--- config.mk ---
export PLATFORM = sky130hd
export DESIGN_NAME = ex_mem_reg
export DESIGN_NICKNAME = d
export VERILOG_FILES = /design/src/source/pipe_pkg.sv /design/src/source/ex_mem_reg.sv
export SDC_FILE = /design/constraint.sdc
export NUM_CORES = 1
export LEC_CHECK = 0
export ABC_AREA = 1
export CAP_MARGIN = 20
export CORE_ASPECT_RATIO = 0.75
export CORE_MARGIN = 3
export CORE_UTILIZATION = 35
export CTS_BUF_LIST = sky130_fd_sc_hd__clkbuf_4 sky130_fd_sc_hd__clkbuf_8
export CTS_CLUSTER_DIAMETER = 120
export DETAILED_ROUTE_END_ITERATION = 7
export DONT_BUFFER_PORTS = 1
export PLACE_DENSITY = 0.6
export SETUP_SLACK_MARGIN = 0.5
export SLEW_MARGIN = 20
export SYNTH_ARGS = -nofsm -noshare
export SYNTH_HDL_FRONTEND = slang
export SYNTH_SLANG_ARGS = --single-unit
export TNS_END_PERCENT = 100
--- constraint.sdc ---
create_clock -name clk -period 0.8 [get_ports clk]
set_input_delay 0.16 -clock clk [delete_from_list [all_inputs] [get_ports clk]]
set_output_delay 0.16 -clock clk [all_outputs]
set_load 0.01 [all_outputs]
--- src/source/pipe_pkg.sv ---
package pipe_pkg;

    localparam int WORD_WIDTH    = 32;                  // datapath word
    localparam int ADDR_WIDTH    = 32;                  // apb byte address
    localparam int REG_IDX_WIDTH = 5;
    localparam int REG_COUNT     = 32;                  // general registers, r0 hardwired to zero
    localparam int MEM_WORDS     = 256;                 // data memory depth in words
    localparam int MEM_IDX_WIDTH = $clog2(MEM_WORDS);

    // bit positions inside a hazard control vector
    localparam int HAZD_HOLD_BIT  = 0;                  // stage register keeps its contents
    localparam int HAZD_NO_OP_BIT = 1;                  // next stage sees a bubble

    typedef logic [WORD_WIDTH-1:0]    word_t;           // alu result, store or load data
    typedef logic [REG_IDX_WIDTH-1:0] reg_idx_t;        // register file index
    typedef logic [ADDR_WIDTH-1:0]    mem_addr_t;       // byte address on apb
    typedef logic [MEM_IDX_WIDTH-1:0] mem_idx_t;        // word index inside the data memory
    typedef logic [1:0]               hazard_ctrl_t;    // {no_op, hold}

    localparam hazard_ctrl_t RESUME = 2'b00;            // normal flow, clears no-op

    typedef enum logic [1:0] {
        APB_IDLE,                                       // no transfer on the bus
        APB_SETUP,                                      // psel high, penable low
        APB_ACCESS                                      // psel and penable high until pready
    } apb_state_t;

endpackage
--- src/source/ex_mem_reg.sv ---
`timescale 1ns/10ps

module ex_mem_reg (
    input  logic                   clk,
    input  logic                   rst_n,
    input  pipe_pkg::hazard_ctrl_t hazard,              // from hazard_unit
    input  logic                   issue_valid,         // offer from the execute side
    input  pipe_pkg::word_t        issue_alu_result,
    input  pipe_pkg::word_t        issue_store_data,
    input  pipe_pkg::reg_idx_t     issue_dest_idx,
    input  logic                   issue_reg_write,
    input  logic                   issue_mem_read,
    input  logic                   issue_mem_write,
    output logic                   mem_no_op,           // bubble in the memory stage
    output pipe_pkg::word_t        mem_alu_result,      // also the load/store address
    output pipe_pkg::word_t        mem_store_data,
    output pipe_pkg::reg_idx_t     mem_dest_idx,
    output logic                   mem_reg_write,
    output logic                   mem_mem_read,
    output logic                   mem_mem_write
);

    logic capture_op;                                   // a live instruction is taken this edge

    assign capture_op = issue_valid & ~hazard[pipe_pkg::HAZD_NO_OP_BIT];

    // control fields, cleared so an empty slot never writes or touches memory
    always_ff @(posedge clk or negedge rst_n) begin
        if (!rst_n) begin
            mem_no_op     <= 1'b0;
            mem_reg_write <= 1'b0;
            mem_mem_read  <= 1'b0;
            mem_mem_write <= 1'b0;
        end else if (!hazard[pipe_pkg::HAZD_HOLD_BIT]) begin
            mem_no_op     <= ~capture_op;               // idle issue cycle enters as a bubble
            mem_reg_write <= capture_op & issue_reg_write;
            mem_mem_read  <= capture_op & issue_mem_read;
            mem_mem_write <= capture_op & issue_mem_write;
        end
    end

    // payload, frozen together with the control fields while held
    always_ff @(posedge clk) begin
        if (!hazard[pipe_pkg::HAZD_HOLD_BIT]) begin
            mem_alu_result <= issue_alu_result;
            mem_store_data <= issue_store_data;
            mem_dest_idx   <= issue_dest_idx;
        end
    end

endmodule

==> reports/metrics.yaml <==
run_status:
  status: "complete, but fails checks"
  violations: "negative hold slack, negative setup slack"
sta:
  fmax_ghz: 1.05
  worst_slack_ns: -0.152
  max_slew_margin: 0.874
  holdWs_ns: -0.0832
  finalCritPeriodShare: 1.19
  setup_tns_ns: -8.79
  slew_viol_final: 0
  rsz0062_at_grt: "true"
  hold_violations: 73
  worst_pin_slew_ns: 0.189
  setup_viol: 73
  fin_skew_ns: 0
  timing.final.crit_period_ns: 0.952
floorplan:
  coreArea_um2: 6040
  die_h_um: 75.8
  die_area_um2: 7510
  row_count: 24
  die_w_um: 99.1
  start_util: 0.377
  pin_count: 150
routing:
  vias_per_cell: 4.74
  drt_first_pass_iters: 4
  drtAntennaViolNets: 0
  drt_iter0_markers: 29
  drt-total-wl_mm: 4.93
  drcViolationCount: 0
  wire_per_inst_um: 23.6
  num_vias: 990
clock_tree:
  cts_root_buf: "clkbuf_8"
  cts_buffers: 9
  postCtsHoldBufs: 1
  worstSkewPairLatency_ns: 0.33
  cts_tree: "done"
  clock_path_buffers: 2
  cts_htree_levels: 3
  cts_num_sinks: 73
  clk_pin_slew_ns: 0.08
critical_path:
  worstSetupPathType: "flip-flop to output port"
  critPathMaxFanout: 1
  required_ns: 0.64
  end_kind: "output port"
  critPathArrivalTime_ns: 0.79
  start_kind: "flip-flop"
power:
  peakVddDrop_uv: 1090
  leakagePower_nw: 1.09
  switching_share: 0.201
  power.share.clock: 0.371
  pwr-share-seq: 0.588
  p_int_w: 0.00656
  power_switching_w: 0.00164
  p_comb_frac: 0.041
  p_per_area_nw_per_um2: 2740
global_route:
  grt_max_degree: 19
  grt_use_total: 0.130
  antenna_found_initial: 0
  grt_pass1_wl_mm: 6.46
  grt-ovfl-total: 0
  first_global_vias: 1035
logic_synthesis:
  postSynthAreaPerCell_um2: 23.9
  syn_area_um2: 2270
  synth_nets: 172
  synthDistinctLibCells: 8
  yosys.area.top_type: "edfxtp_1"
  synthTopCellsByArea: "edfxtp_1 (91%), dfrtp_1 (4.4%), nand2_1 (1.8%), inv_1 (0.83%), nor2_2 (0.83%)"
  yosysTopAreaCellShare: 0.911
  synth_edf_count: 69
  synth_seq_cells: 73
  synth.most_common_cell: "edfxtp_1"
  synthTopCellsByCount: "edfxtp_1 (69), nand2_1 (11), inv_1 (5)"
  synth-async-reset-ratio: 0.0548
  synth_flop_cell: "edfxtp_1"
  ys_warn_count: 0
  yosysSeqAreaShare: 0.955
  synthCells: 95
final_layout:
  fin_cells: 209
  n_antenna_cell: 0
  synthToLayoutAreaGrowth_pct: 31.5
  nets: 203
  drive_above_1_share: 0.298
flow_run:
  drv_cap: 0
min_path:
  hold_path.class: "primary input to flip-flop"
place:
  gp_congestion: 0.669
  port_buffers: 0
  dpl.hpwl_mm: 3.27
  dp_cells: 174
-- stage by stage --
stage	setup WS [ns]	utilization	area, um^2	total power, W
after floorplan	-0.834	-	2290	0.00493
after global placement	0.0163	0.398	2400	0.00501
after detailed placement	-0.00747	0.398	2400	0.00502
after CTS	-0.174	0.484	2920	0.00828
after global routing	-0.197	0.495	2990	0.00858
final	-0.152	0.495	2990	0.00820
-- final cells by class --
class / count / area (um^2)
Multi-Input combinational cell: 16 / 71.3
Clock buffer: 11 / 139
Fill cell: 490 / 3050
Clock inverter: 5 / 80.1
Tap cell: 78 / 97.6
Inverter: 5 / 22.5
Timing Repair Buffer: 21 / 407
Sequential cell: 73 / 2170
-- placed cells by master, fill, tap and decap left out --
cell type,synthesis,final
edfxtp_1,69,69
nand2_1,11,11
clkbuf_8,0,9
buf_16,0,7
buf_6,1,7
buf_12,0,5
inv_1,5,4
dfrtp_1,4,4
nor2_2,3,3
clkinvlp_4,0,2
clkbuf_4,0,2
bufinv_16,0,2
o21bai_1,1,1
nor2_1,1,1
clkinv_4,0,1
clkinv_1,0,1
clkbuf_16,0,1
dlygate4sd3_1,0,1
-- power by group through the flow --
| stage | clock network (W) | registers, W | logic [W] |
|---|---|---|---|
| global placement | 0 | 0.00490 | 0.000111 |
| floorplan | 0 | 0.00484 | 0.0000898 |
| global route | 0.00338 | 0.00484 | 0.000363 |
| finish | 0.00304 | 0.00482 | 0.000340 |
| CTS | 0.00314 | 0.00483 | 0.000307 |
| detailed placement | 0 | 0.00490 | 0.000119 |
-- state kept, by name, indices dropped and copies added, names as in the netlist --
name            cells
mem_alu_result     32
mem_store_data     32
mem_dest_idx        5
mem_mem_read        1
mem_mem_write       1
mem_no_op           1
mem_reg_write       1
-- final timing paths --
kind | startpoint | end | slack [ns] | cells after the start
setup / recovery | mem_alu_result[12]$_DFFE_PN_ | mem_alu_result[12] | -0.15 | 0
hold / removal | issue_store_data[26] | mem_store_data[26]$_DFFE_PN_ | -0.08 | 0
setup reg to reg | mem_no_op$_DFFE_PN0N_ | mem_no_op$_DFFE_PN0N_ | 0.12 | 2
hold reg to reg | mem_mem_write$_DFFE_PN0N_ | mem_mem_write$_DFFE_PN0N_ | 0.55 | 2
max in group asynchronous | rst_n | mem_no_op$_DFFE_PN0N_ | 0.54 | 1
min in group asynchronous | rst_n | mem_mem_write$_DFFE_PN0N_ | 0.09 | 1
-- routing by layer --
metal	GRT usage	share of wire	routed length, um	vias to the layer above
li1	-	-	-	417
met1	0.134	0.38	1860	446
met2	0.182	0.45	2210	121
met3	0.114	0.16	784	6
met4	0.0682	0.016	78	0
met5	0	0	0	-
-- kinds of logic after synthesis --
group / count (synthesis) / synth area share
flops: 73 / 0.955
simple gates: 15 / 0.0281
buf+inv: 6 / 0.0132
compound gates: 1 / 0.00330
-- what timing repair did --
action                                  4_1_cts  5_1_grt
endpoints found under the setup margin      146      146
pin swaps                                     7        0
endpoints found under the hold margin        77       73
gates resized for setup                      12        1
setup buffers                                 7        2
gates cloned                                  7        2
Power figures use the tool's default switching activity.
