**src/source/pipe_pkg.sv**
```systemverilog
package pipe_pkg;

    localparam int WORD_WIDTH    = 32;                  // datapath word
    localparam int ADDR_WIDTH    = 32;                  // apb byte address
    localparam int REG_IDX_WIDTH = 5;
    localparam int REG_COUNT     = 32;                  // general registers, r0 hardwired to zero
    localparam int MEM_WORDS     = 256;                 // data memory depth in words
    localparam int MEM_IDX_WIDTH = $clog2(MEM_WORDS);

    // bit positions inside a hazard control vector
    localparam int HAZD_HOLD_BIT  = 0;                  // stage register keeps its contents
    localparam int HAZD_NO_OP_BIT = 1;                  // next stage sees a bubble

    typedef logic [WORD_WIDTH-1:0]    word_t;           // alu result, store or load data
    typedef logic [REG_IDX_WIDTH-1:0] reg_idx_t;        // register file index
    typedef logic [ADDR_WIDTH-1:0]    mem_addr_t;       // byte address on apb
    typedef logic [MEM_IDX_WIDTH-1:0] mem_idx_t;        // word index inside the data memory
    typedef logic [1:0]               hazard_ctrl_t;    // {no_op, hold}

    localparam hazard_ctrl_t RESUME = 2'b00;            // normal flow, clears no-op

    typedef enum logic [1:0] {
        APB_IDLE,                                       // no transfer on the bus
        APB_SETUP,                                      // psel high, penable low
        APB_ACCESS                                      // psel and penable high until pready
    } apb_state_t;

endpackage
```
**src/source/general_reg.sv**
```systemverilog
`timescale 1ns/10ps

module general_reg (
    input  logic               clk,
    input  logic               rst_n,
    input  logic               wb_no_op,                // bubble, no write
    input  logic               wb_reg_write,
    input  logic               wb_mem_read,             // load result instead of alu result
    input  pipe_pkg::word_t    wb_alu_result,
    input  pipe_pkg::word_t    wb_mem_read_data,
    input  pipe_pkg::reg_idx_t wb_dest_idx,
    input  pipe_pkg::reg_idx_t rd_idx,                  // combinational read port
    output pipe_pkg::word_t    rd_data
);

    pipe_pkg::word_t regs [pipe_pkg::REG_COUNT];
    pipe_pkg::word_t wr_data;
    logic            wr_en;

    // write-back select
    assign wr_data = wb_mem_read ? wb_mem_read_data : wb_alu_result;
    assign wr_en   = wb_reg_write & ~wb_no_op & (wb_dest_idx != '0); // r0 ignores writes

    always_ff @(posedge clk or negedge rst_n) begin
        if (!rst_n) begin
            for (int i = 0; i < pipe_pkg::REG_COUNT; i++) begin
                regs[i] <= '0;
            end
        end else if (wr_en) begin
            regs[wb_dest_idx] <= wr_data;
        end
    end

    assign rd_data = (rd_idx == '0) ? '0 : regs[rd_idx]; // r0 always zero

endmodule

```
**config.mk**
```make
export PLATFORM = sky130hd
export DESIGN_NAME = general_reg
export DESIGN_NICKNAME = d
export VERILOG_FILES = /design/src/source/pipe_pkg.sv /design/src/source/general_reg.sv
export SDC_FILE = /design/constraint.sdc
export NUM_CORES = 2
export LEC_CHECK = 0
export BUFFER_PORTS_ARGS = -buffer_cell sky130_fd_sc_hd__buf_2
export CAP_MARGIN = 20
export CORE_AREA = 2 2 487 247
export CTS_CLUSTER_SIZE = 28
export DETAILED_ROUTE_END_ITERATION = 7
export DIE_AREA = 0 0 489 249
export HOLD_SLACK_MARGIN = 0.05
export SYNTH_ARGS = -nofsm -noshare
export SYNTH_HDL_FRONTEND = slang
export SYNTH_SLANG_ARGS = --single-unit
```
**constraint.sdc**
```tcl
create_clock -name clk -period 1.8 [get_ports clk]
set_input_delay 0.09 -clock clk [delete_from_list [all_inputs] [get_ports clk]]
set_output_delay 0.09 -clock clk [all_outputs]
set_load 0.01 [all_outputs]
```
==> results.sh <==
export IMPL_gr_usage_all_layers_pct=22.5
export IMPL_switching_share_pct=27.0
export IMPL_ys_ff_latch=1024
export IMPL_synth_area_um2=44500
export IMPL_largest_reg_flops=1024
export IMPL_max_freq_mhz=405
export IMPL_grt_max_degree=135
export IMPL_root_buffer="clkbuf_16"
export IMPL_reg_top3="regs: 1024 flops"
export IMPL_ios=111
export IMPL_ys_seq_area_share_pct=57.6
export IMPL_syn_nets=4170
export IMPL_p_switching_w=0.0159
export IMPL_layout_drive_gt1_share_pct=23.5
export IMPL_cp_required_ns=1.71
export IMPL_ir_drop_mv=0.768
export IMPL_p_int_w=0.0430
export IMPL_slowest_delay_ns=0.47
export IMPL_min_delay_path_class="input pin to async pin"
export IMPL_synthCells=4091
export IMPL_crit_path_top_delay_cell="mux4_2"
export IMPL_die_w_um=489
export IMPL_diodes=0
export IMPL_post_layout_nonfiller_instances=5934
export IMPL_routed_wl_um=136000
export IMPL_cap_violations=0
export IMPL_drtPass1Iterations=6
export IMPL_combPwrFrac_pct=16.4
export IMPL_cp_arrival_ns=2.38
export IMPL_worst_path_buf_inv=2
export IMPL_cts_path_max_buffers=3
export IMPL_path_class="flop to output port"
export IMPL_fillers=10600
export IMPL_end_kind="output port"
export IMPL_postRouteAntennaNets=0
export IMPL_grt_pass1_wl_um=207000
export IMPL_hpwl_um=83600
export IMPL_seqPwrFrac_pct=48.7
export IMPL_regMostFlops="regs"
export IMPL_io_buffers=110
export IMPL_worst_slack_ns=-0.666
export IMPL_finalHoldViolations=0
export IMPL_cp_top_family="multiplexers"
export IMPL_layout_common_cells="1,024 x dfrtp_1, 530 x nand2_1, 497 x o21ai_0"
export IMPL_p_per_area_nw_per_um2=1090
export IMPL_wl_per_cell_um=23.0
export IMPL_finalCriticalPeriod_ns=2.47
export IMPL_fin_tns_setup_ns=-18.27
export IMPL_ys_types=36
export IMPL_slew_headroom_pct=48.4
export IMPL_leakage_nw=24.0
export IMPL_grt_pass1_vias=32600
export IMPL_yosysWarnings=0
export IMPL_die_h_um=249
export IMPL_min_period_over_period_pct=137
export IMPL_grt_overflow_total=0
export IMPL_cp_cell_sequence="mux4_2, mux2_2, o21ai_2, a311oi_2, buf_4, buf_6"
export IMPL_areaGrowthSynthToFinish_pct=22.1
export IMPL_crit_path_start_kind="flop"
export IMPL_clkPwrFrac_pct=34.9
export IMPL_fin_skew_ns=0
export IMPL_htree_levels=3
export IMPL_finalSetupViolCount=32
export IMPL_antenna_found_initial=0
export IMPL_cts_tree="yes"
export IMPL_worst_slew_pin_slew_ns=0.774
export IMPL_dp_cells=5691
export IMPL_synth_avg_cell_area_um2=10.9
export IMPL_gp_congestion=0.816
export IMPL_clkSinkCount=1024
export IMPL_floorplan_die_area_um2=122000
export IMPL_numCtsBuffers=95
export IMPL_violations="setup timing"
export IMPL_placementRows=89
export IMPL_rsz0062_at_grt="true"
export IMPL_drt_iter0_drc=3064
export IMPL_drt_vias_per_instance=5.50
export IMPL_preCtsSetupSlack_ns=-0.657
export IMPL_final_common_cell="dfrtp_1"
export IMPL_clkTransAtPathRegs_ns=0.07
export IMPL_slew_violations=0
export IMPL_cp_max_fo=2
export IMPL_clk_latency_ns=0.70
export IMPL_start_util_pct=37.9
export IMPL_num_nets_final=4345
export IMPL_vias=32600
export IMPL_status="finished with violations"
export IMPL_core_area_um2=117000
export IMPL_drc=0
==> final timing paths <==
kind                                     start           to  slack (ns)  cells past startpoint
worst max-delay path                 regs[573]  rd_data[29]       -0.67                      6
worst min-delay path                     rst_n    regs[609]        0.10                      3
worst max register to register       regs[555]    regs[555]        0.99                      3
worst min register to register      regs[1005]   regs[1005]        0.37                      0
max in group asynchronous                rst_n     regs[88]        0.93                      3
min in group clk                wb_dest_idx[4]    regs[545]        0.14                      5
==> routing by layer <==
metal / vias up / GRT usage (%) / part of all wire, %
met5: - / 0 / 0
met3: 236 / 3.56 / 6.1
met1: 16700 / 32.3 / 45
met2: 1080 / 35.3 / 46
met4: 0 / 6.50 / 2.8
li1: 14600 / - / -
==> per-stage QoR <==
stage / instance area, um2 / utilization, % / hold slack, ns / power (W)
6_report: 54300 / 46.3 / 0.103 / 0.0590
5_1_grt: 54300 / 46.3 / 0.0926 / 0.0618
4_1_cts: 54000 / 46.0 / 0.0646 / 0.0591
3_5_place_dp: 49700 / 42.4 / -0.0406 / 0.0381
3_3_place_gp: 49700 / 42.4 / -0.0430 / 0.0375
2_1_floorplan: 44500 / - / -0.206 / 0.0344
==> area by class of cell <==
type	count	area [um2]	share of cell area [%]
clock buffers	145	2840	5.23
clock inverters	28	310	0.571
inverters	1	5.00	0.00922
multi-input cells	2626	18100	33.3
flip-flops and latches	1024	25600	47.2
well taps	1592	1990	3.67
repair buffers	518	5460	10.0
==> worst reg2reg max path, delay by kind of cell, from the launching register on <==
kind | cells | cell delay [ns]
compound gates | 1 | 0.05
buf+inv | 1 | 0.14
flops | 1 | 0.40
simple gates | 1 | 0.09
==> power by group through the flow <==
stage / Combinational [W] / Sequential, W / Clock (W)
after floorplan: 0.00604 / 0.0284 / 0
after global routing: 0.0108 / 0.0291 / 0.0219
after detailed placement: 0.00905 / 0.0290 / 0
after CTS: 0.00951 / 0.0286 / 0.0209
after global placement: 0.00873 / 0.0288 / 0
final: 0.00968 / 0.0287 / 0.0206
==> kinds of logic after synthesis <==
logic type | count (synthesis) | share of synthesized area [%]
AND/OR/NAND/NOR | 1098 | 9.90
buffers and inverters | 441 | 4.04
AO/OA/AOI/OAI | 1176 | 14.1
multiplexers | 352 | 14.3
flip-flops | 1024 | 57.6
==> cell usage after synthesis <==
master / n / area share, %
a211oi_1: 32 / 0.54
clkbuf_1: 313 / 2.6
nor4b_2: 1 / 0.034
and2_1: 3 / 0.042
nand3_1: 9 / 0.10
o21ai_1: 23 / 0.26
or4b_4: 1 / 0.031
o21ai_0: 545 / 6.1
a311oi_1: 32 / 0.63
nor4_4: 1 / 0.048
and4_1: 6 / 0.12
mux2_2: 32 / 0.81
nor2_1: 483 / 4.1
nand2_1: 532 / 4.5
nor2b_1: 38 / 0.53
buf_4: 7 / 0.12
mux2i_1: 96 / 2.2
and3_1: 2 / 0.028
nand2b_1: 5 / 0.070
nor3_2: 3 / 0.068
buf_2: 94 / 1.1
mux4_2: 224 / 11
a22oi_1: 32 / 0.54
nand3b_1: 1 / 0.017
or4_1: 6 / 0.10
a221oi_1: 24 / 0.47
nor3_1: 1 / 0.011
nor3_4: 2 / 0.073
dfrtp_1: 1024 / 58
o2111ai_1: 8 / 0.16
nor3b_1: 2 / 0.034
buf_1: 26 / 0.22
inv_1: 1 / 0.0084
a21oi_1: 480 / 5.4
nor2_2: 1 / 0.014
or2_2: 1 / 0.014
==> timing repair <==
action / 4_1_cts / 5_1_grt
gates resized for setup: 147 / 39
endpoints found under the hold margin: 2016 / 0
setup buffers: 3 / 17
pin swaps: 38 / 16
hold buffers: 66 / 0
setup endpoints to repair: 32 / 32
(Power assumes the default switching activity.)
