===== src/source/pipe_pkg.sv =====
package pipe_pkg;

    localparam int WORD_WIDTH    = 32;                  // datapath word
    localparam int ADDR_WIDTH    = 32;                  // apb byte address
    localparam int REG_IDX_WIDTH = 5;
    localparam int REG_COUNT     = 32;                  // general registers, r0 hardwired to zero
    localparam int MEM_WORDS     = 256;                 // data memory depth in words
    localparam int MEM_IDX_WIDTH = $clog2(MEM_WORDS);

    // bit positions inside a hazard control vector
    localparam int HAZD_HOLD_BIT  = 0;                  // stage register keeps its contents
    localparam int HAZD_NO_OP_BIT = 1;                  // next stage sees a bubble

    typedef logic [WORD_WIDTH-1:0]    word_t;           // alu result, store or load data
    typedef logic [REG_IDX_WIDTH-1:0] reg_idx_t;        // register file index
    typedef logic [ADDR_WIDTH-1:0]    mem_addr_t;       // byte address on apb
    typedef logic [MEM_IDX_WIDTH-1:0] mem_idx_t;        // word index inside the data memory
    typedef logic [1:0]               hazard_ctrl_t;    // {no_op, hold}

    localparam hazard_ctrl_t RESUME = 2'b00;            // normal flow, clears no-op

    typedef enum logic [1:0] {
        APB_IDLE,                                       // no transfer on the bus
        APB_SETUP,                                      // psel high, penable low
        APB_ACCESS                                      // psel and penable high until pready
    } apb_state_t;

endpackage

===== src/source/mem_wb_reg.sv =====
`timescale 1ns/10ps

module mem_wb_reg (
    input  logic                   clk,
    input  logic                   rst_n,
    input  pipe_pkg::hazard_ctrl_t hazard,              // hold keeps data, no-op pauses wb
    input  logic                   mem_no_op,           // memory stage bubble
    output logic                   wb_no_op,            // blocks the register file write
    input  logic                   mem_reg_write,
    output logic                   wb_reg_write,
    input  logic                   mem_mem_read,
    output logic                   wb_mem_read,         // selects load data in general_reg
    input  pipe_pkg::word_t        mem_alu_result,
    output pipe_pkg::word_t        wb_alu_result,
    input  pipe_pkg::word_t        mem_read_data,       // captured by mem_apb_master
    output pipe_pkg::word_t        wb_mem_read_data,
    input  pipe_pkg::reg_idx_t     mem_dest_idx,
    output pipe_pkg::reg_idx_t     wb_dest_idx
);

    logic hold;

    assign hold = hazard[pipe_pkg::HAZD_HOLD_BIT];

    always_ff @(posedge clk or negedge rst_n) begin
        if (!rst_n) begin
            wb_no_op     <= 1'b0;
            wb_reg_write <= 1'b0;
            wb_mem_read  <= 1'b0;
        end else begin
            wb_reg_write <= mem_reg_write;              // tracks the stage, no_op guards it when held
            if (!hold) begin
                wb_mem_read <= mem_mem_read;
            end
            if (hazard == pipe_pkg::RESUME) begin
                wb_no_op <= 1'b0;
            end else begin
                wb_no_op <= hazard[pipe_pkg::HAZD_NO_OP_BIT] | mem_no_op;
            end
        end
    end

    always_ff @(posedge clk) begin
        if (!hold) begin
            wb_alu_result    <= mem_alu_result;
            wb_mem_read_data <= mem_read_data;
            wb_dest_idx      <= mem_dest_idx;
        end
    end

endmodule


===== config.mk =====
export PLATFORM = sky130hd
export DESIGN_NAME = mem_wb_reg
export DESIGN_NICKNAME = d
export VERILOG_FILES = /design/src/source/pipe_pkg.sv /design/src/source/mem_wb_reg.sv
export SDC_FILE = /design/constraint.sdc
export NUM_CORES = 1
export LEC_CHECK = 0
export CORE_MARGIN = 4
export CORE_UTILIZATION = 50
export DETAILED_ROUTE_END_ITERATION = 12
export DONT_BUFFER_PORTS = 1
export GPL_TIMING_DRIVEN = 0
export PLACE_DENSITY = 0.68
export SLEW_MARGIN = 5
export SYNTH_ARGS = -nofsm -noshare
export SYNTH_HDL_FRONTEND = slang
export SYNTH_SLANG_ARGS = --single-unit

===== constraint.sdc =====
create_clock -name clk -period 0.8 [get_ports clk]
set_input_delay 0.16 -clock clk [delete_from_list [all_inputs] [get_ports clk]]
set_output_delay 0.16 -clock clk [all_outputs]
set_load 0.01 [all_outputs]

==> impl_metrics.py, run 1 <==
metrics = {
    "outcome": {
        "status": "complete, but fails checks",
        "violations": "setup timing",
    },
    "yosys": {
        "synthDistinctLibCells": 5,
        "dominantRegCellSynth": "edfxtp_1",
        "synth-edff-count": 69,
        "ys_warn_count": 0,
        "syn_area_mm2": 0.00217,
        "ys_top_cells_by_area": "edfxtp_1 95%, dfrtp_1 3.5%, mux2_4 0.69%",
        "synth_top_area_share_pct": 95.3,
        "yosysMostFrequentCell": "edfxtp_1",
        "synth_top_area_cell": "edfxtp_1",
        "ys_ff_latch": 72,
        "async_reset_ff_share_pct": 4.17,
        "synthCells": 75,
        "ys_top_cells_by_count": "69 x edfxtp_1, 3 x dfrtp_1, 1 x a21o_2, 1 x inv_1, 1 x mux2_4",
        "syn_nets": 151,
        "synth.avg_cell_area_um2": 29.0,
        "ys_seq_area_share_pct": 98.7,
    },
    "finish": {
        "drive_gt1_share_pct": 9.64,
        "multi_input_area_um2": 23.8,
        "register_area_mm2": 0.00215,
        "n_fill_cell": 241,
        "synthToLayoutAreaGrowth_pct": 45.1,
        "fin_nets": 240,
        "antennaDiodeCount": 0,
    },
    "clocking": {
        "cts_buffers": 9,
        "cts_buffer_depth": 2,
        "clk_pin_slew_ns": 0.07,
        "clock_sinks": 72,
        "cts_tree": "done",
        "post_cts_buffers": 0,
        "htreeDepth": 3,
        "worstSkewPairLatency_ns": 0.32,
        "root_buffer": "clkbuf_8",
    },
    "power": {
        "power_density_mw_per_mm2": 2310,
        "leakage_nw": 1.11,
        "max-vdd-ir-drop_v": 0.00166,
    },
    "placement": {
        "dp_hpwl_mm": 3.03,
        "gp_congestion": 0.641,
        "portBuffers": 0,
    },
    "route": {
        "ant_nets": 0,
        "firstDrtPassIters": 4,
        "wire_per_inst_um": 23.1,
        "avgViaCountPerCell": 4.93,
        "wirelength_mm": 4.99,
        "drt_iter0_drc": 60,
        "vias": 1065,
        "drc": 0,
    },
    "sta": {
        "finalSetupViolCount": 73,
        "setup_tns_ns": -7.74,
        "fmax_mhz": 1080,
        "hold_viol_final": 0,
        "worst_slew_pin_slew_ns": 0.414,
        "maxSlewHeadroom_pct": 72.3,
        "finClkSkew_ns": 0,
        "hold_ws_ns": 0.0886,
        "timing.final.ws_setup_ns": -0.129,
        "fin_crit_sh_pct": 116,
        "rsz0062_at_grt": "yes",
        "slew_viol_final": 0,
        "layout_min_cycle_time_ns": 0.929,
    },
    "global_route": {
        "grt_pass1_vias": 1230,
        "grt_max_degree": 19,
        "grtUsageTotal_pct": 18.1,
        "grt_pass1_wl_mm": 6.77,
        "antenna_found_initial": 0,
        "overflow": 0,
    },
    "floorplan": {
        "core-area_mm2": 0.00412,
        "dieArea_mm2": 0.00547,
        "ios": 148,
        "die_h_um": 74.0,
        "fp-row-count": 23,
        "fp.dieW_um": 74.0,
        "initial_core_util_pct": 52.8,
    },
    "worst_hold_path": {
        "min_path_type": "input port to asynchronous set/reset pin",
    },
    "worst_setup_path": {
        "timing.rr.start": "wb_mem_read",
        "cp-end-kind": "output port",
        "r2r_setup_slack_ns": -0.02,
        "reg2reg_to": "wb_mem_read",
        "cp.required_ns": 0.64,
        "worst_ep_arrival_time_ns": 0.77,
        "critPathLaunchType": "flip-flop",
        "critPathMaxFanout": 1,
        "critical_path_class": "flip-flop to output port",
        "r2r.worst_path.cells": 1,
    },
    "job": {
        "max-cap-violations": 0,
    },
}
-- cell usage in the layout, fill, tap and decap left out --
cell	n
edfxtp_1	69
a21o_2	1
dlygate4sd3_1	75
mux2_4	1
clkinv_2	1
clkinvlp_4	4
clkbuf_1	1
dfrtp_1	3
clkbuf_8	9
clkinv_1	2
-- state kept, by name, indices dropped and copies added (netlist names) --
signal / cells
wb_reg_write: 1
wb_no_op: 1
wb_mem_read_data: 32
wb_alu_result: 32
wb_dest_idx: 5
wb_mem_read: 1
-- per-stage QoR --
stage	setup slack [ns]	power, W	instances	util, %	instance area [um^2]
after floorplan	-0.708	0.00485	75	-	2180
after global placement	-0.973	0.00491	125	54.5	2240
after detailed placement	-1.05	0.00493	125	54.5	2240
after CTS	-0.156	0.00735	216	76.6	3150
after global routing	-0.161	0.00759	216	76.6	3150
final	-0.129	0.00730	216	76.6	3150
-- kinds of logic (layout without fill, tap and decap cells) --
group | after synthesis | in the layout | synth area share [%]
compound gates | 1 | 1 | 0.403
buf+inv | 1 | 92 | 0.172
mux | 1 | 1 | 0.690
flops | 72 | 72 | 98.7
-- power by group --
group | internal, W | switching, W | leakage (nW)
clock network | 0.00105 | 0.00110 | 0.0729
logic | 0.000258 | 0.000134 | 0.327
registers | 0.00448 | 0.000281 | 0.710
total | 0.00579 | 0.00151 | 1.11
-- per-layer routing --
| layer | track usage (%) | routed length (um) | part of all wire [%] | vias to the layer above |
|---|---|---|---|---|
| met5 | 0 | 0 | 0 | - |
| met4 | 8.85 | 87 | 1.7 | 0 |
| met3 | 7.97 | 531 | 11 | 8 |
| met2 | 31.3 | 2600 | 52 | 87 |
| met1 | 18.5 | 1770 | 36 | 495 |
| li1 | - | - | - | 475 |
-- worst max-delay path by stage --
stage	startpoint	to	slack (ns)	depth (start not counted)
after floorplan	hazard[0]	wb_alu_result[0]	-0.71	1
after global placement	hazard[0]	wb_mem_read_data[23]	-0.97	1
after detailed placement	hazard[0]	wb_alu_result[17]	-1.05	1
after CTS	wb_alu_result[2]	wb_alu_result[2]	-0.16	0
after global routing	wb_alu_result[24]	wb_alu_result[24]	-0.16	0
final	wb_mem_read_data[15]	wb_mem_read_data[15]	-0.13	0
-- cell type report --
type / count / area share (%)
Clock inverter: 3 / 0.397
Timing Repair Buffer: 75 / 23.8
Clock buffer: 10 / 4.05
Multi-Input combinational cell: 2 / 0.754
Inverter: 1 / 0.238
Timing Repair inverter: 3 / 0.714
Sequential cell: 72 / 68.1
Tap cell: 50 / 1.98
-- timing repair --
item	in CTS	in global routing
hold buffers	75	0
cloned	3	0
pin swaps	0	0
endpoints found under the hold margin	75	0
resized for setup	3	0
setup endpoints to repair	142	73
No activity file was read; power rests on OpenSTA's default activity.
==> inputs of run 2 (changes only) <==
Settings changed: CTS_BUF_LIST set to sky130_fd_sc_hd__clkbuf_8 sky130_fd_sc_hd__clkbuf_16, RECOVER_POWER set to 100.
==> impl_metrics.py, run 2 (synthesis results as in run 1) <==
metrics = {
    "worst_setup_path": {
        "r2r.worst_path.cells": 1,
        "worst_ep_arrival_time_ns": 0.77,
        "cp.depth": 0,
        "cp.required_ns": 0.64,
        "critical_path_class": "flip-flop to output port",
        "critPathLaunchType": "flip-flop",
        "cp-end-kind": "output port",
        "critPathMaxFanout": 1,
    },
    "sta": {
        "hold_viol_final": 0,
        "worst_slew_pin_slew_ns": 0.414,
        "fmax_mhz": 1080,
        "timing.final.ws_setup_ns": -0.129,
        "finClkSkew_ns": 0,
        "fin_crit_sh_pct": 116,
        "finalSetupViolCount": 73,
        "maxSlewHeadroom_pct": 72.3,
        "layout_min_cycle_time_ns": 0.929,
        "rsz0062_at_grt": "yes",
        "slew_viol_final": 0,
    },
    "finish": {
        "n_fill_cell": 241,
        "stdcell_area_mm2": 0.00315,
        "layout_commonest_cell": "dlygate4sd3_1",
        "largestRegisters": "wb_alu_result (32), wb_mem_read_data (32), wb_dest_idx (5)",
        "antennaDiodeCount": 0,
        "register_area_mm2": 0.00215,
        "final_cell_mix": "75 x dlygate4sd3_1, 69 x edfxtp_1, 9 x clkbuf_8, 4 x clkinvlp_4, 3 x dfrtp_1",
        "fin_nets": 240,
        "multi_input_area_um2": 23.8,
        "drive_gt1_share_pct": 9.64,
        "synthToLayoutAreaGrowth_pct": 45.1,
    },
    "global_route": {
        "grt_pass1_vias": 1230,
        "antenna_found_initial": 0,
        "overflow": 0,
        "grt_pass1_wl_mm": 6.77,
        "grt_max_degree": 19,
        "grtUsageTotal_pct": 18.1,
    },
    "clocking": {
        "worstSkewPairLatency_ns": 0.32,
        "root_buffer": "clkbuf_8",
        "post_cts_buffers": 0,
        "cts_buffers": 9,
        "cts_buffer_depth": 2,
        "clk_pin_slew_ns": 0.07,
        "cts_tree": "done",
        "htreeDepth": 3,
        "clock_sinks": 72,
    },
    "floorplan": {
        "dieArea_mm2": 0.00547,
        "core-area_mm2": 0.00412,
        "die_h_um": 74.0,
        "ios": 148,
        "fp-row-count": 23,
        "initial_core_util_pct": 52.8,
        "fp.dieW_um": 74.0,
    },
    "route": {
        "drt_iter0_drc": 55,
        "avgViaCountPerCell": 4.93,
        "vias": 1065,
        "ant_nets": 0,
        "wirelength_mm": 4.99,
        "drc": 0,
        "wire_per_inst_um": 23.1,
        "firstDrtPassIters": 4,
    },
    "job": {
        "max-cap-violations": 0,
    },
    "placement": {
        "gp_congestion": 0.641,
        "place_ws_ns": -1.05,
        "place_area_mm2": 0.00224,
        "portBuffers": 0,
        "dp_hpwl_mm": 3.03,
    },
    "power": {
        "power_density_mw_per_mm2": 2310,
        "max-vdd-ir-drop_v": 0.00162,
        "leakage_nw": 1.11,
    },
    "worst_hold_path": {
        "min_path_type": "input port to asynchronous set/reset pin",
    },
    "outcome": {
        "violations": "setup timing",
        "status": "complete, but fails checks",
    },
}
-- run 2: cell count changes in the layout (fill, tap and decap cells not counted) --
cell,before,now
clkbuf_1,1,0
inv_1,0,1
-- run 2: cell type report --
| cell class | count | area share [%] |
|---|---|---|
| clock inverter | 4 | 0.516 |
| timing repair inverter | 3 | 0.714 |
| multi-input combinational | 2 | 0.754 |
| sequential | 72 | 68.1 |
| tap | 50 | 1.98 |
| timing repair buffer | 75 | 23.8 |
| clock buffer | 9 | 3.93 |
| inverter | 1 | 0.238 |
-- run 2: where the power goes --
part,internal (W),leakage [nW],switching (W),total [W]
Clock,0.00103,0.0771,0.00110,0.00213
Sequential,0.00448,0.710,0.000281,0.00476
Combinational,0.000258,0.327,0.000134,0.000393
-- run 2: through the flow --
step / hold WS, ns / TNS [ns] / util, % / instances / total power [W]
final: 0.0884 / -7.73 / 76.6 / 216 / 0.00728
after global routing: 0.0769 / -10.07 / 76.6 / 216 / 0.00758
after CTS: 0.0646 / -9.41 / 76.6 / 216 / 0.00734
after detailed placement: -0.135 / -72.54 / 54.5 / 125 / 0.00493
after global placement: -0.136 / -67.02 / 54.5 / 125 / 0.00491
after floorplan: -0.136 / -48.86 / - / 75 / 0.00485
-- run 2: final timing paths --
path,slack (ns),from,end
min,0.09,rst_n,wb_no_op
max,-0.13,wb_mem_read_data[15],wb_mem_read_data[15]
min reg2reg,0.62,wb_mem_read,wb_mem_read
max in group asynchronous,0.56,rst_n,wb_mem_read
min in group clk,0.28,hazard[0],wb_alu_result[14]
max reg2reg,-0.02,wb_mem_read,wb_mem_read
-- run 2: repair_timing --
item | in CTS | in global routing
setup endpoints to repair | 142 | 73
cloned | 3 | 0
resized for setup | 3 | 0
hold buffers | 75 | 0
hold endpoints to repair | 75 | 0
pin swaps | 0 | 0
-- run 2: routing by layer --
layer	track usage, %	vias up	routed length [um]
met1	18.5	496	1780
met5	0	-	0
met3	7.97	8	531
met2	31.3	86	2600
li1	-	475	-
met4	8.85	0	87
