**config.mk**
```make
export PLATFORM = sky130hd
export DESIGN_NAME = mem_apb_master
export DESIGN_NICKNAME = d
export VERILOG_FILES = /design/src/source/pipe_pkg.sv /design/src/source/mem_apb_master.sv
export SDC_FILE = /design/constraint.sdc
export NUM_CORES = 1
export LEC_CHECK = 0
export ABC_AREA = 1
export BUFFER_PORTS_ARGS = -buffer_cell sky130_fd_sc_hd__buf_4
export CORE_MARGIN = 4
export CORE_UTILIZATION = 32
export DETAILED_ROUTE_END_ITERATION = 7
export PLACE_DENSITY = 0.81
export SETUP_SLACK_MARGIN = 0.05
export SLEW_MARGIN = 25
export SYNTH_ARGS = -nofsm -noshare
export SYNTH_HDL_FRONTEND = slang
export SYNTH_SLANG_ARGS = --single-unit
```
**constraint.sdc**
```tcl
create_clock -name clk -period 2.84 [get_ports clk]
set_input_delay 0.142 -clock clk [delete_from_list [all_inputs] [get_ports clk]]
set_output_delay 0.142 -clock clk [all_outputs]
set_load 0.05 [all_outputs]
```
**src/source/pipe_pkg.sv**
```systemverilog
package pipe_pkg;

    localparam int WORD_WIDTH    = 32;                  // datapath word
    localparam int ADDR_WIDTH    = 32;                  // apb byte address
    localparam int REG_IDX_WIDTH = 5;
    localparam int REG_COUNT     = 32;                  // general registers, r0 hardwired to zero
    localparam int MEM_WORDS     = 256;                 // data memory depth in words
    localparam int MEM_IDX_WIDTH = $clog2(MEM_WORDS);

    // bit positions inside a hazard control vector
    localparam int HAZD_HOLD_BIT  = 0;                  // stage register keeps its contents
    localparam int HAZD_NO_OP_BIT = 1;                  // next stage sees a bubble

    typedef logic [WORD_WIDTH-1:0]    word_t;           // alu result, store or load data
    typedef logic [REG_IDX_WIDTH-1:0] reg_idx_t;        // register file index
    typedef logic [ADDR_WIDTH-1:0]    mem_addr_t;       // byte address on apb
    typedef logic [MEM_IDX_WIDTH-1:0] mem_idx_t;        // word index inside the data memory
    typedef logic [1:0]               hazard_ctrl_t;    // {no_op, hold}

    localparam hazard_ctrl_t RESUME = 2'b00;            // normal flow, clears no-op

    typedef enum logic [1:0] {
        APB_IDLE,                                       // no transfer on the bus
        APB_SETUP,                                      // psel high, penable low
        APB_ACCESS                                      // psel and penable high until pready
    } apb_state_t;

endpackage
```
**src/source/mem_apb_master.sv**
```systemverilog
`timescale 1ns/10ps

module mem_apb_master (
    input  logic                clk,
    input  logic                rst_n,
    input  logic                mem_no_op,              // from ex_mem_reg
    input  logic                mem_mem_read,
    input  logic                mem_mem_write,
    input  pipe_pkg::word_t     mem_alu_result,         // used as the byte address
    input  pipe_pkg::word_t     mem_store_data,
    output pipe_pkg::mem_addr_t paddr,
    output logic                psel,
    output logic                penable,
    output logic                pwrite,
    output pipe_pkg::word_t     pwdata,
    input  pipe_pkg::word_t     prdata,
    input  logic                pready,
    output logic                mem_busy,               // to hazard_unit, stage must freeze
    output pipe_pkg::word_t     mem_read_data           // captured load data for mem_wb_reg
);

    pipe_pkg::apb_state_t state_q;                      // registered bus state
    pipe_pkg::apb_state_t phase;                        // phase actually driven this cycle
    pipe_pkg::apb_state_t state_next;
    logic                 live_access;                  // real load or store in the stage
    logic                 start;
    logic                 complete;                     // last access cycle, pready seen
    logic                 done_q;                       // transfer of the held instruction finished

    assign live_access = ~mem_no_op & (mem_mem_read | mem_mem_write);
    assign start       = live_access & ~done_q;
    assign mem_busy    = live_access & ~done_q;         // through the completing cycle

    always_comb begin
        phase = state_q;
        if (state_q == pipe_pkg::APB_IDLE && start) begin
            phase = pipe_pkg::APB_SETUP;                // setup in the first stage cycle
        end
    end

    always_comb begin
        case (phase)
            pipe_pkg::APB_SETUP:  state_next = pipe_pkg::APB_ACCESS;
            pipe_pkg::APB_ACCESS: state_next = pready ? pipe_pkg::APB_IDLE : pipe_pkg::APB_ACCESS;
            default:              state_next = pipe_pkg::APB_IDLE;
        endcase
    end

    assign psel     = (phase != pipe_pkg::APB_IDLE);
    assign penable  = (phase == pipe_pkg::APB_ACCESS);
    assign complete = penable & pready;
    assign paddr    = mem_alu_result;                   // stable, stage is held during the transfer
    assign pwrite   = mem_mem_write;
    assign pwdata   = mem_store_data;

    always_ff @(posedge clk or negedge rst_n) begin
        if (!rst_n) begin
            state_q <= pipe_pkg::APB_IDLE;
            done_q  <= 1'b0;
        end else begin
            state_q <= state_next;
            done_q  <= complete;                        // stage always advances one cycle later
        end
    end

    always_ff @(posedge clk) begin
        if (complete && !pwrite) begin
            mem_read_data <= prdata;
        end
    end

endmodule

```
==> results of run 1 <==
## cells in the mapped netlist
cell,n,area share
buf_4,65,0.31
edfxtp_1,32,0.62
inv_1,5,0.012
nand2_1,5,0.012
dfrtp_1,2,0.032
nor2_1,2,0.0048
clkbuf_1,1,0.0024
nand3_1,1,0.0032
or2_1,1,0.0040
## how the worst min path moves through the flow
| stage | to | start | slack [ns] | cells past startpoint |
|---|---|---|---|---|
| final | mem_read_data[22]$_DFFE_PP_ | prdata[22] | 0.04 | 1 |
| after floorplan | done_q$_DFF_PN0_ | rst_n | -0.15 | 0 |
| after global routing | mem_read_data[0]$_DFFE_PP_ | prdata[0] | 0.02 | 1 |
| after CTS | mem_read_data[22]$_DFFE_PP_ | prdata[22] | 0.03 | 1 |
| after detailed placement | state_q[1]$_DFF_PN0_ | rst_n | -0.07 | 1 |
| after global placement | done_q$_DFF_PN0_ | rst_n | -0.07 | 1 |
## repair_timing
action | CTS | global route
resized for setup | 0 | 0
hold buffers | 1 | 0
endpoints found under the hold margin | 2 | 0
## per-layer routing
layer | vias to the layer above | routed length (µm) | global-route usage
met5 | - | 0 | 0
met4 | 0 | 193 | 0.09253
met3 | 27 | 659 | 0.08817
met2 | 98 | 1452 | 0.1541
met1 | 328 | 809 | 0.07596
li1 | 338 | - | -
## through the flow
step	hold WS (ns)	util	instances
after global routing	0.02337	0.3865	198
after global placement	-0.07402	0.3619	189
after CTS	0.02907	0.3865	198
after detailed placement	-0.07196	0.3619	189
after floorplan	-0.1536	-	114
final	0.04256	0.3865	198
## sequential cells by signal (all words and copies together), names as in the netlist
name and flops:
done_q 1, mem_read_data 32, state_q 1
## power by group through the flow
stage                     registers [mW]  logic (mW)  clock network, mW
final                              0.583       0.189              0.411
after global routing               0.585       0.199              0.446
after CTS                          0.583       0.191              0.427
after detailed placement           0.594       0.189                  0
after global placement             0.593       0.186                  0
after floorplan                    0.655       0.290                  0
## area by class of cell
| type | count | area (µm²) |
|---|---|---|
| clock buffers | 7 | 76.32 |
| clock inverters | 1 | 30.03 |
| fillers | 416 | 2898 |
| inverters | 5 | 18.77 |
| multi-input cells | 9 | 40.04 |
| flip-flops and latches | 34 | 1011 |
| well taps | 67 | 83.83 |
| repair buffers | 75 | 565.5 |
## worst max-delay path: stages (launching register included)
cell	delay, ns
dfrtp_1	0.36
nor2_1	0.15
nand2_1	0.09
inv_1	0.06
buf_4	0.19
## cells by family after synthesis
logic type,count (synthesis),share of synthesized area
buffers and inverters,71,0.3274
DFF,34,0.6485
and+or+nand+nor,9,0.02408
## cells in the final DEF, fill, tap and decap left out
cell | netlist | routed
inv_1 | 5 | 5
dfrtp_1 | 2 | 2
buf_4 | 65 | 74
clkbuf_8 | 0 | 5
nor2_2 | 0 | 1
nand2_1 | 5 | 5
nand3_1 | 1 | 1
edfxtp_1 | 32 | 32
or2_1 | 1 | 1
nor2_1 | 2 | 1
bufinv_16 | 0 | 1
dlygate4sd3_1 | 0 | 1
clkbuf_1 | 1 | 2
==> out/metrics.yaml, run 1 <==
worst_setup_path:
  path_class: "reg -> out"
  crit_path_start_kind: "flip-flop"
  reg2reg_to: "mem_read_data[18]$_DFFE_PP_"
  critPathCapture: "mem_busy"
  ff2ff_path_depth: 3
  required_ns: 2.70
  crit_fanout: 2
  r2r_setup_slack_ns: 1.62
  r2r_start: "state_q[1]$_DFF_PN0_"
  critPathLaunch: "done_q$_DFF_PN0_"
  critPathCaptureType: "primary output"
  critPathArrivalTime_ns: 1.13
min_path:
  min_path_type: "in -> reg"
grt:
  antenna_found_initial: 0
  grt_pass1_vias: 811
  grt_pass1_wl_mm: 4.505
  grt-ovfl-total: 0
  grt_max_degree: 33
  grtUsageTotal: 0.1013
run_status:
  status: "finished, final reports clean"
timing:
  period_share: 0.4470
  max_freq_mhz: 787.7
  tns_ns: 0
  hold_violations: 0
  setup_slack_ns: 1.570
  finClkSkew_ns: 0.002611
  relSlewSlack: 0.7425
  setup-violations-final: 0
  rsz0062_at_grt: "false"
  fin_crit_ns: 1.270
  worstMarginPinSlew_ns: 0.3862
  drv_slew: 0
clock_tree:
  cts.sinks: 34
  numCtsBuffers: 5
  clk_latency_ns: 0.27
  post_cts_buffers: 0
  cts_root_buf: "clkbuf_8"
  clk_path_buf_depth: 2
  clk_pin_slew_worst_paths_ns: 0.06
  htree_levels: 2
  cts_tree: "yes"
power_and_ir_drop:
  power.total_mw: 1.182
  intPower_mw: 0.9062
  p_sw_frac: 0.2334
  ir_drop_v: 0.0001715
  p_switching_mw: 0.2759
  power_density_nw_per_um2: 647.6
  p_comb_frac: 0.160
  p_clk_frac: 0.347
  power_leakage_nw: 0.7836
  seq_power_share: 0.493
routing:
  post_drt_wl_per_cell_um: 15.73
  route.detailed.drc: 0
  drt_pass1_iterations: 4
  drt-initial-drc-count: 26
  routed_wl_mm: 3.115
  drtAntennaViolNets: 0
  via_count: 791
  vias_per_cell: 3.995
run:
  maxCapViolCount: 0
finish:
  nets: 232
  layout-drive-gt1-share: 0.6183
  final_cell_area_um2: 1826
  diodes: 0
  syn2layout_area_growth_pct: 17.09
place:
  hpwl_mm: 2.568
  gp_congestion: 0.8177
  place_ws_ns: 1.621
  dpl_cell_area_um2: 1709
  io_buffers: 73
floorplan:
  design.core.area_um2: 4723
  std_cell_rows: 25
  die_area_um2: 6053
  num_io_pins: 202
  start_util: 0.3301
  die_w_um: 77.80
  die_h_um: 77.80
logic_synthesis:
  syn-num-nets: 216
  synth_seq_cells: 34
  ys_types: 9
  postSynthAreaPerCell_um2: 13.68
  synthCells: 114
  synth-seq-area-share: 0.6485
  ys_warn_count: 0
  synthesis.area_um2: 1559
Note: power is estimated with default switching activity, not from simulation.
==> run 2: changes to the inputs <==
clock period = 1.2 ns   (was 2.84 ns; I/O delays follow)
==> run 2 against run 1 <==
  * Final cell count rose by 17%
  * Largest cell class unchanged
  * Global-route usage rose by 3.6 points
  * Sequential cell count did not move
  * First-iteration DRC count rose by 73%
  * Critical path depth did not move
  * Largest power group unchanged
==> out/metrics.yaml, run 2 (synthesis results as in run 1) <==
run_status:
  status: "finished, final reports clean"
finish:
  layout-drive-gt1-share: 0.5122
  fin_cells: 231
  largest-register: "mem_read_data"
  final_cell_area_um2: 2158
  layout_common_cells: "buf_4 (72), dlygate4sd3_1 (33), edfxtp_1 (32)"
  syn2layout_area_growth_pct: 38.44
  largest_reg_flops: 32
  nets: 265
  final_util: 0.4570
  final_common_cell: "buf_4"
  diodes: 0
  top_regs: "mem_read_data x32, done_q x1, state_q x1"
place:
  placed_cells: 189
  gp_congestion: 0.6663
  io_buffers: 73
  place_ws_ns: 0.1393
  dpl_cell_area_um2: 1729
  hpwl_mm: 2.834
grt:
  grt_pass1_wl_mm: 6.003
  grtUsageTotal: 0.1377
  grt_use_met3: 0.09977
  antenna_found_initial: 0
  grt_most_used_layer: "met2"
  grt_max_degree: 33
  grt_pass1_vias: 1013
  met2_usage: 0.2440
  grt-ovfl-total: 0
  grt_use_met1: 0.1053
power_and_ir_drop:
  power_leakage_nw: 0.9182
  p_sw_frac: 0.2584
  p_comb_frac: 0.209
  power_density_nw_per_um2: 1254
  p_clk_frac: 0.280
  intPower_mw: 2.007
  seq_power_share: 0.511
  p_switching_mw: 0.6995
  ir_drop_v: 0.0003761
timing:
  drv_slew: 0
  hold_violations: 0
  max_freq_mhz: 903.2
  tns_ns: 0
  fin_crit_ns: 1.107
  worstMarginPinSlew_ns: 0.1693
  relSlewSlack: 0.8871
  finClkSkew_ns: 0.004642
  setup-violations-final: 0
  period_share: 0.9227
  rsz0062_at_grt: "true"
  setup_slack_ns: 0.09281
clock_tree:
  clk_path_buf_depth: 2
  cts_tree: "yes"
  cts.sinks: 34
  cts_root_buf: "clkbuf_8"
  clk_latency_ns: 0.27
  numCtsBuffers: 5
  htree_levels: 2
  clk_pin_slew_worst_paths_ns: 0.06
worst_setup_path:
  reg2reg_to: "mem_read_data[21]$_DFFE_PP_"
  critPathArrivalTime_ns: 1.05
  crit_top_cell: "nand2_1"
  critPathCaptureType: "primary output"
  required_ns: 1.14
  r2r_setup_slack_ns: 0.11
  critPathCapture: "psel"
  crit_chain: "nor2_2 -> nand2_1 -> nand2_1 -> buf_6"
  cpPeakStageDelay_ns: 0.37
  ff2ff_path_depth: 3
  path_buf_inv: 1
  cp.depth: 4
  critPathTopFamily: "flip-flops"
  slowest_stage: "dfrtp_1"
  path_class: "reg -> out"
  crit_path_start_kind: "flip-flop"
  r2r_start: "state_q[1]$_DFF_PN0_"
  critPathLaunch: "done_q$_DFF_PN0_"
  crit_fanout: 2
floorplan:
  die_w_um: 77.80
  start_util: 0.3301
  std_cell_rows: 25
  die_h_um: 77.80
  die_area_um2: 6053
  design.core.area_um2: 4723
  num_io_pins: 202
min_path:
  min_path_type: "in -> reg"
routing:
  drt-initial-drc-count: 45
  drtAntennaViolNets: 0
  via_count: 934
  routed_wl_mm: 4.281
  post_drt_wl_per_cell_um: 18.53
  vias_per_cell: 4.043
  route.detailed.drc: 0
  drt_pass1_iterations: 4
run:
  maxCapViolCount: 0
[run 2: cell count changes in the layout (fill, tap and decap cells not counted), sizes merged]
cell	previous run	this run
dlygate4sd3	1	33
buf	74	75
clkbuf	7	6
bufinv	1	0
clkinv	0	2
[run 2: area by class of cell]
class	count	area, µm²
clock buffer	6	72.57
clock inverter	2	8.758
fill	385	2565
inverter	5	18.77
multi-input combinational	9	50.05
sequential	34	1011
tap	67	83.83
timing repair buffer	108	913.4
[run 2: layer usage]
metal	up-vias	share of wire	routed length (µm)
met5	-	0	0
met2	108	0.49	2103
met1	402	0.28	1192
met3	21	0.20	858
met4	0	0.030	127
li1	403	-	-
[run 2: worst min path at each step]
stage | start | end | slack [ns] | cells after the start
final | pready | done_q$_DFF_PN0_ | 0.04 | 3
after global routing | pready | state_q[1]$_DFF_PN0_ | 0.04 | 3
after CTS | pready | done_q$_DFF_PN0_ | 0.02 | 3
after detailed placement | rst_n | state_q[1]$_DFF_PN0_ | -0.15 | 1
after global placement | rst_n | state_q[1]$_DFF_PN0_ | -0.15 | 1
after floorplan | rst_n | done_q$_DFF_PN0_ | -0.24 | 0
[run 2: timing repair]
action	in CTS	in global routing
setup buffers	0	1
pin swaps	1	0
endpoints found under the setup margin	2	34
hold buffers	33	0
resized for setup	3	0
hold endpoints to repair	34	0
[run 2: worst register-to-register path, stage by stage, from the launching register on]
cell	delay (ns)
dfrtp_1	0.37
nand2_2	0.09
nor2_4	0.11
buf_12	0.21
[run 2: stage by stage]
step / total power [mW] / hold WS (ns)
2_1_floorplan: 2.240 / -0.2356
5_1_grt: 2.789 / 0.04243
6_report: 2.707 / 0.04140
3_3_place_gp: 1.854 / -0.1537
4_1_cts: 2.707 / 0.02473
3_5_place_dp: 1.862 / -0.1515
[run 2: power by group through the flow]
stage | clock network (mW) | registers [mW] | logic (mW)
floorplan | 0 | 1.55 | 0.690
global placement | 0 | 1.40 | 0.451
detailed placement | 0 | 1.41 | 0.457
CTS | 0.771 | 1.38 | 0.555
global route | 0.808 | 1.39 | 0.592
finish | 0.757 | 1.38 | 0.567
==> run 3: changes to the inputs <==
--- a/config.mk
+++ b/config.mk
@@ -14,2 +14,3 @@
 export SETUP_SLACK_MARGIN = 0.05
+export SKIP_LAST_GASP = 1
 export SLEW_MARGIN = 25
--- a/constraint.sdc
+++ b/constraint.sdc
@@ -3,2 +3,2 @@
 set_output_delay 0.06 -clock clk [all_outputs]
-set_load 0.05 [all_outputs]
+set_load 0.005 [all_outputs]
==> run 3 against run 2 <==
  * Design area is 0.70% lower
  * Wire length is 1.5% lower
  * Die area unchanged
  * First-iteration DRC count unchanged
==> out/metrics.yaml, run 3 (synthesis results as in run 1) <==
place:
  io_buffers: 73
  gp_congestion: 0.7049
  hpwl_mm: 2.866
  placed_cells: 189
clock_tree:
  cts_tree: "yes"
  post_cts_buffers: 0
  htree_levels: 2
  cts_root_buf: "clkbuf_8"
  numCtsBuffers: 5
  cts.sinks: 34
  clk_pin_slew_worst_paths_ns: 0.06
  clk_path_buf_depth: 2
  clk_latency_ns: 0.27
timing:
  setup-violations-final: 0
  tns_ns: 0
  period_share: 0.9033
  fin_crit_ns: 1.084
  rsz0062_at_grt: "false"
  hold_violations: 0
  finClkSkew_ns: 0.003220
  max_freq_mhz: 922.6
  drv_slew: 0
  worstMarginPinSlew_ns: 0.1673
  relSlewSlack: 0.8885
finish:
  layout_common_cells: "buf_4 (73), dlygate4sd3_1 (33), edfxtp_1 (32)"
  largest-register: "mem_read_data"
  nets: 264
  largest_reg_flops: 32
  syn2layout_area_growth_pct: 37.48
  top_regs: "mem_read_data x32, done_q x1, state_q x1"
  fin_cells: 230
  diodes: 0
  final_util: 0.4538
  layout-drive-gt1-share: 0.5092
  final_common_cell: "buf_4"
grt:
  antenna_found_initial: 0
  grt_pass1_wl_mm: 5.871
  grtUsageTotal: 0.1343
  grt-ovfl-total: 0
  grt_max_degree: 33
  grt_pass1_vias: 971
floorplan:
  design.core.area_um2: 4723
  start_util: 0.3301
  num_io_pins: 202
  die_w_um: 77.80
  die_area_um2: 6053
  die_h_um: 77.80
  std_cell_rows: 25
worst_setup_path:
  required_ns: 1.14
  critPathLaunch: "done_q$_DFF_PN0_"
  crit_path_start_kind: "flip-flop"
  crit_fanout: 2
  r2r_setup_slack_ns: 0.12
  r2r_start: "state_q[1]$_DFF_PN0_"
  critPathArrivalTime_ns: 1.02
  path_class: "reg -> out"
  critPathCaptureType: "primary output"
routing:
  via_count: 925
  post_drt_wl_per_cell_um: 18.33
  routedLengthMet1_mm: 1.112
  routed_wl_mm: 4.216
  dr.max_layer_used: "met4"
  drtAntennaViolNets: 0
  drt-initial-drc-count: 45
  drt_pass1_iterations: 4
  vias_per_cell: 4.022
  wl_met2_mm: 2.144
  route.detailed.drc: 0
  met3RoutedLength_um: 800
min_path:
  min_from: "pready"
  min_path_type: "in -> reg"
run:
  maxCapViolCount: 0
run_status:
  status: "finished, final reports clean"
power_and_ir_drop:
  power_density_nw_per_um2: 1164
  power_leakage_nw: 0.9114
  ir_drop_v: 0.0003924
  power.total_mw: 2.494
## run 3: final timing paths
path | end | cells past startpoint
min | done_q$_DFF_PN0_ | 3
max reg2reg | mem_read_data[21]$_DFFE_PP_ | 3
max in group asynchronous | state_q[1]$_DFF_PN0_ | 2
min reg2reg | done_q$_DFF_PN0_ | 2
min in group asynchronous | done_q$_DFF_PN0_ | 2
max | psel | 4
## run 3: critical path, stage by stage, from the launching register on
cell and delay [ns]:
dfrtp_1 0.37, nor2_2 0.13, nand2_1 0.08, nand2_1 0.06, buf_4 0.11
## run 3: per-layer routing
layer  track usage  up-vias
li1              -      400
met4       0.09075        0
met1       0.09661      397
met5             0        -
met3       0.09281       23
met2        0.2423      105
## run 3: per-stage QoR
stage          setup slack [ns]  hold WS (ns)  area, µm²
2_1_floorplan           -0.1113       -0.2356       1569
3_3_place_gp             0.1525       -0.1547       1729
3_5_place_dp             0.1267       -0.1538       1729
4_1_cts                 0.06990       0.01703       2141
5_1_grt                 0.05727       0.03504       2143
6_report                 0.1161       0.02574       2143
## run 3: cell type report
class                   instances  area [µm²]
fillers                       377        2580
flip-flops and latches         34        1011
repair buffers                107       898.4
well taps                      67       83.83
clock buffers                   6       72.57
multi-input cells               9       50.05
inverters                       5       18.77
clock inverters                 2       8.758
## run 3: where the power goes
group / switching (mW) / total, mW / internal (mW)
logic: 0.121 / 0.352 / 0.230
registers: 0.0198 / 1.38 / 1.36
clock network: 0.361 / 0.759 / 0.398
total: 0.503 / 2.49 / 1.99
## run 3: timing repair
action | in CTS | in global routing
hold endpoints to repair | 34 | 0
gates resized for setup | 0 | 1
hold buffers | 33 | 0
endpoints found under the setup margin | 0 | 1
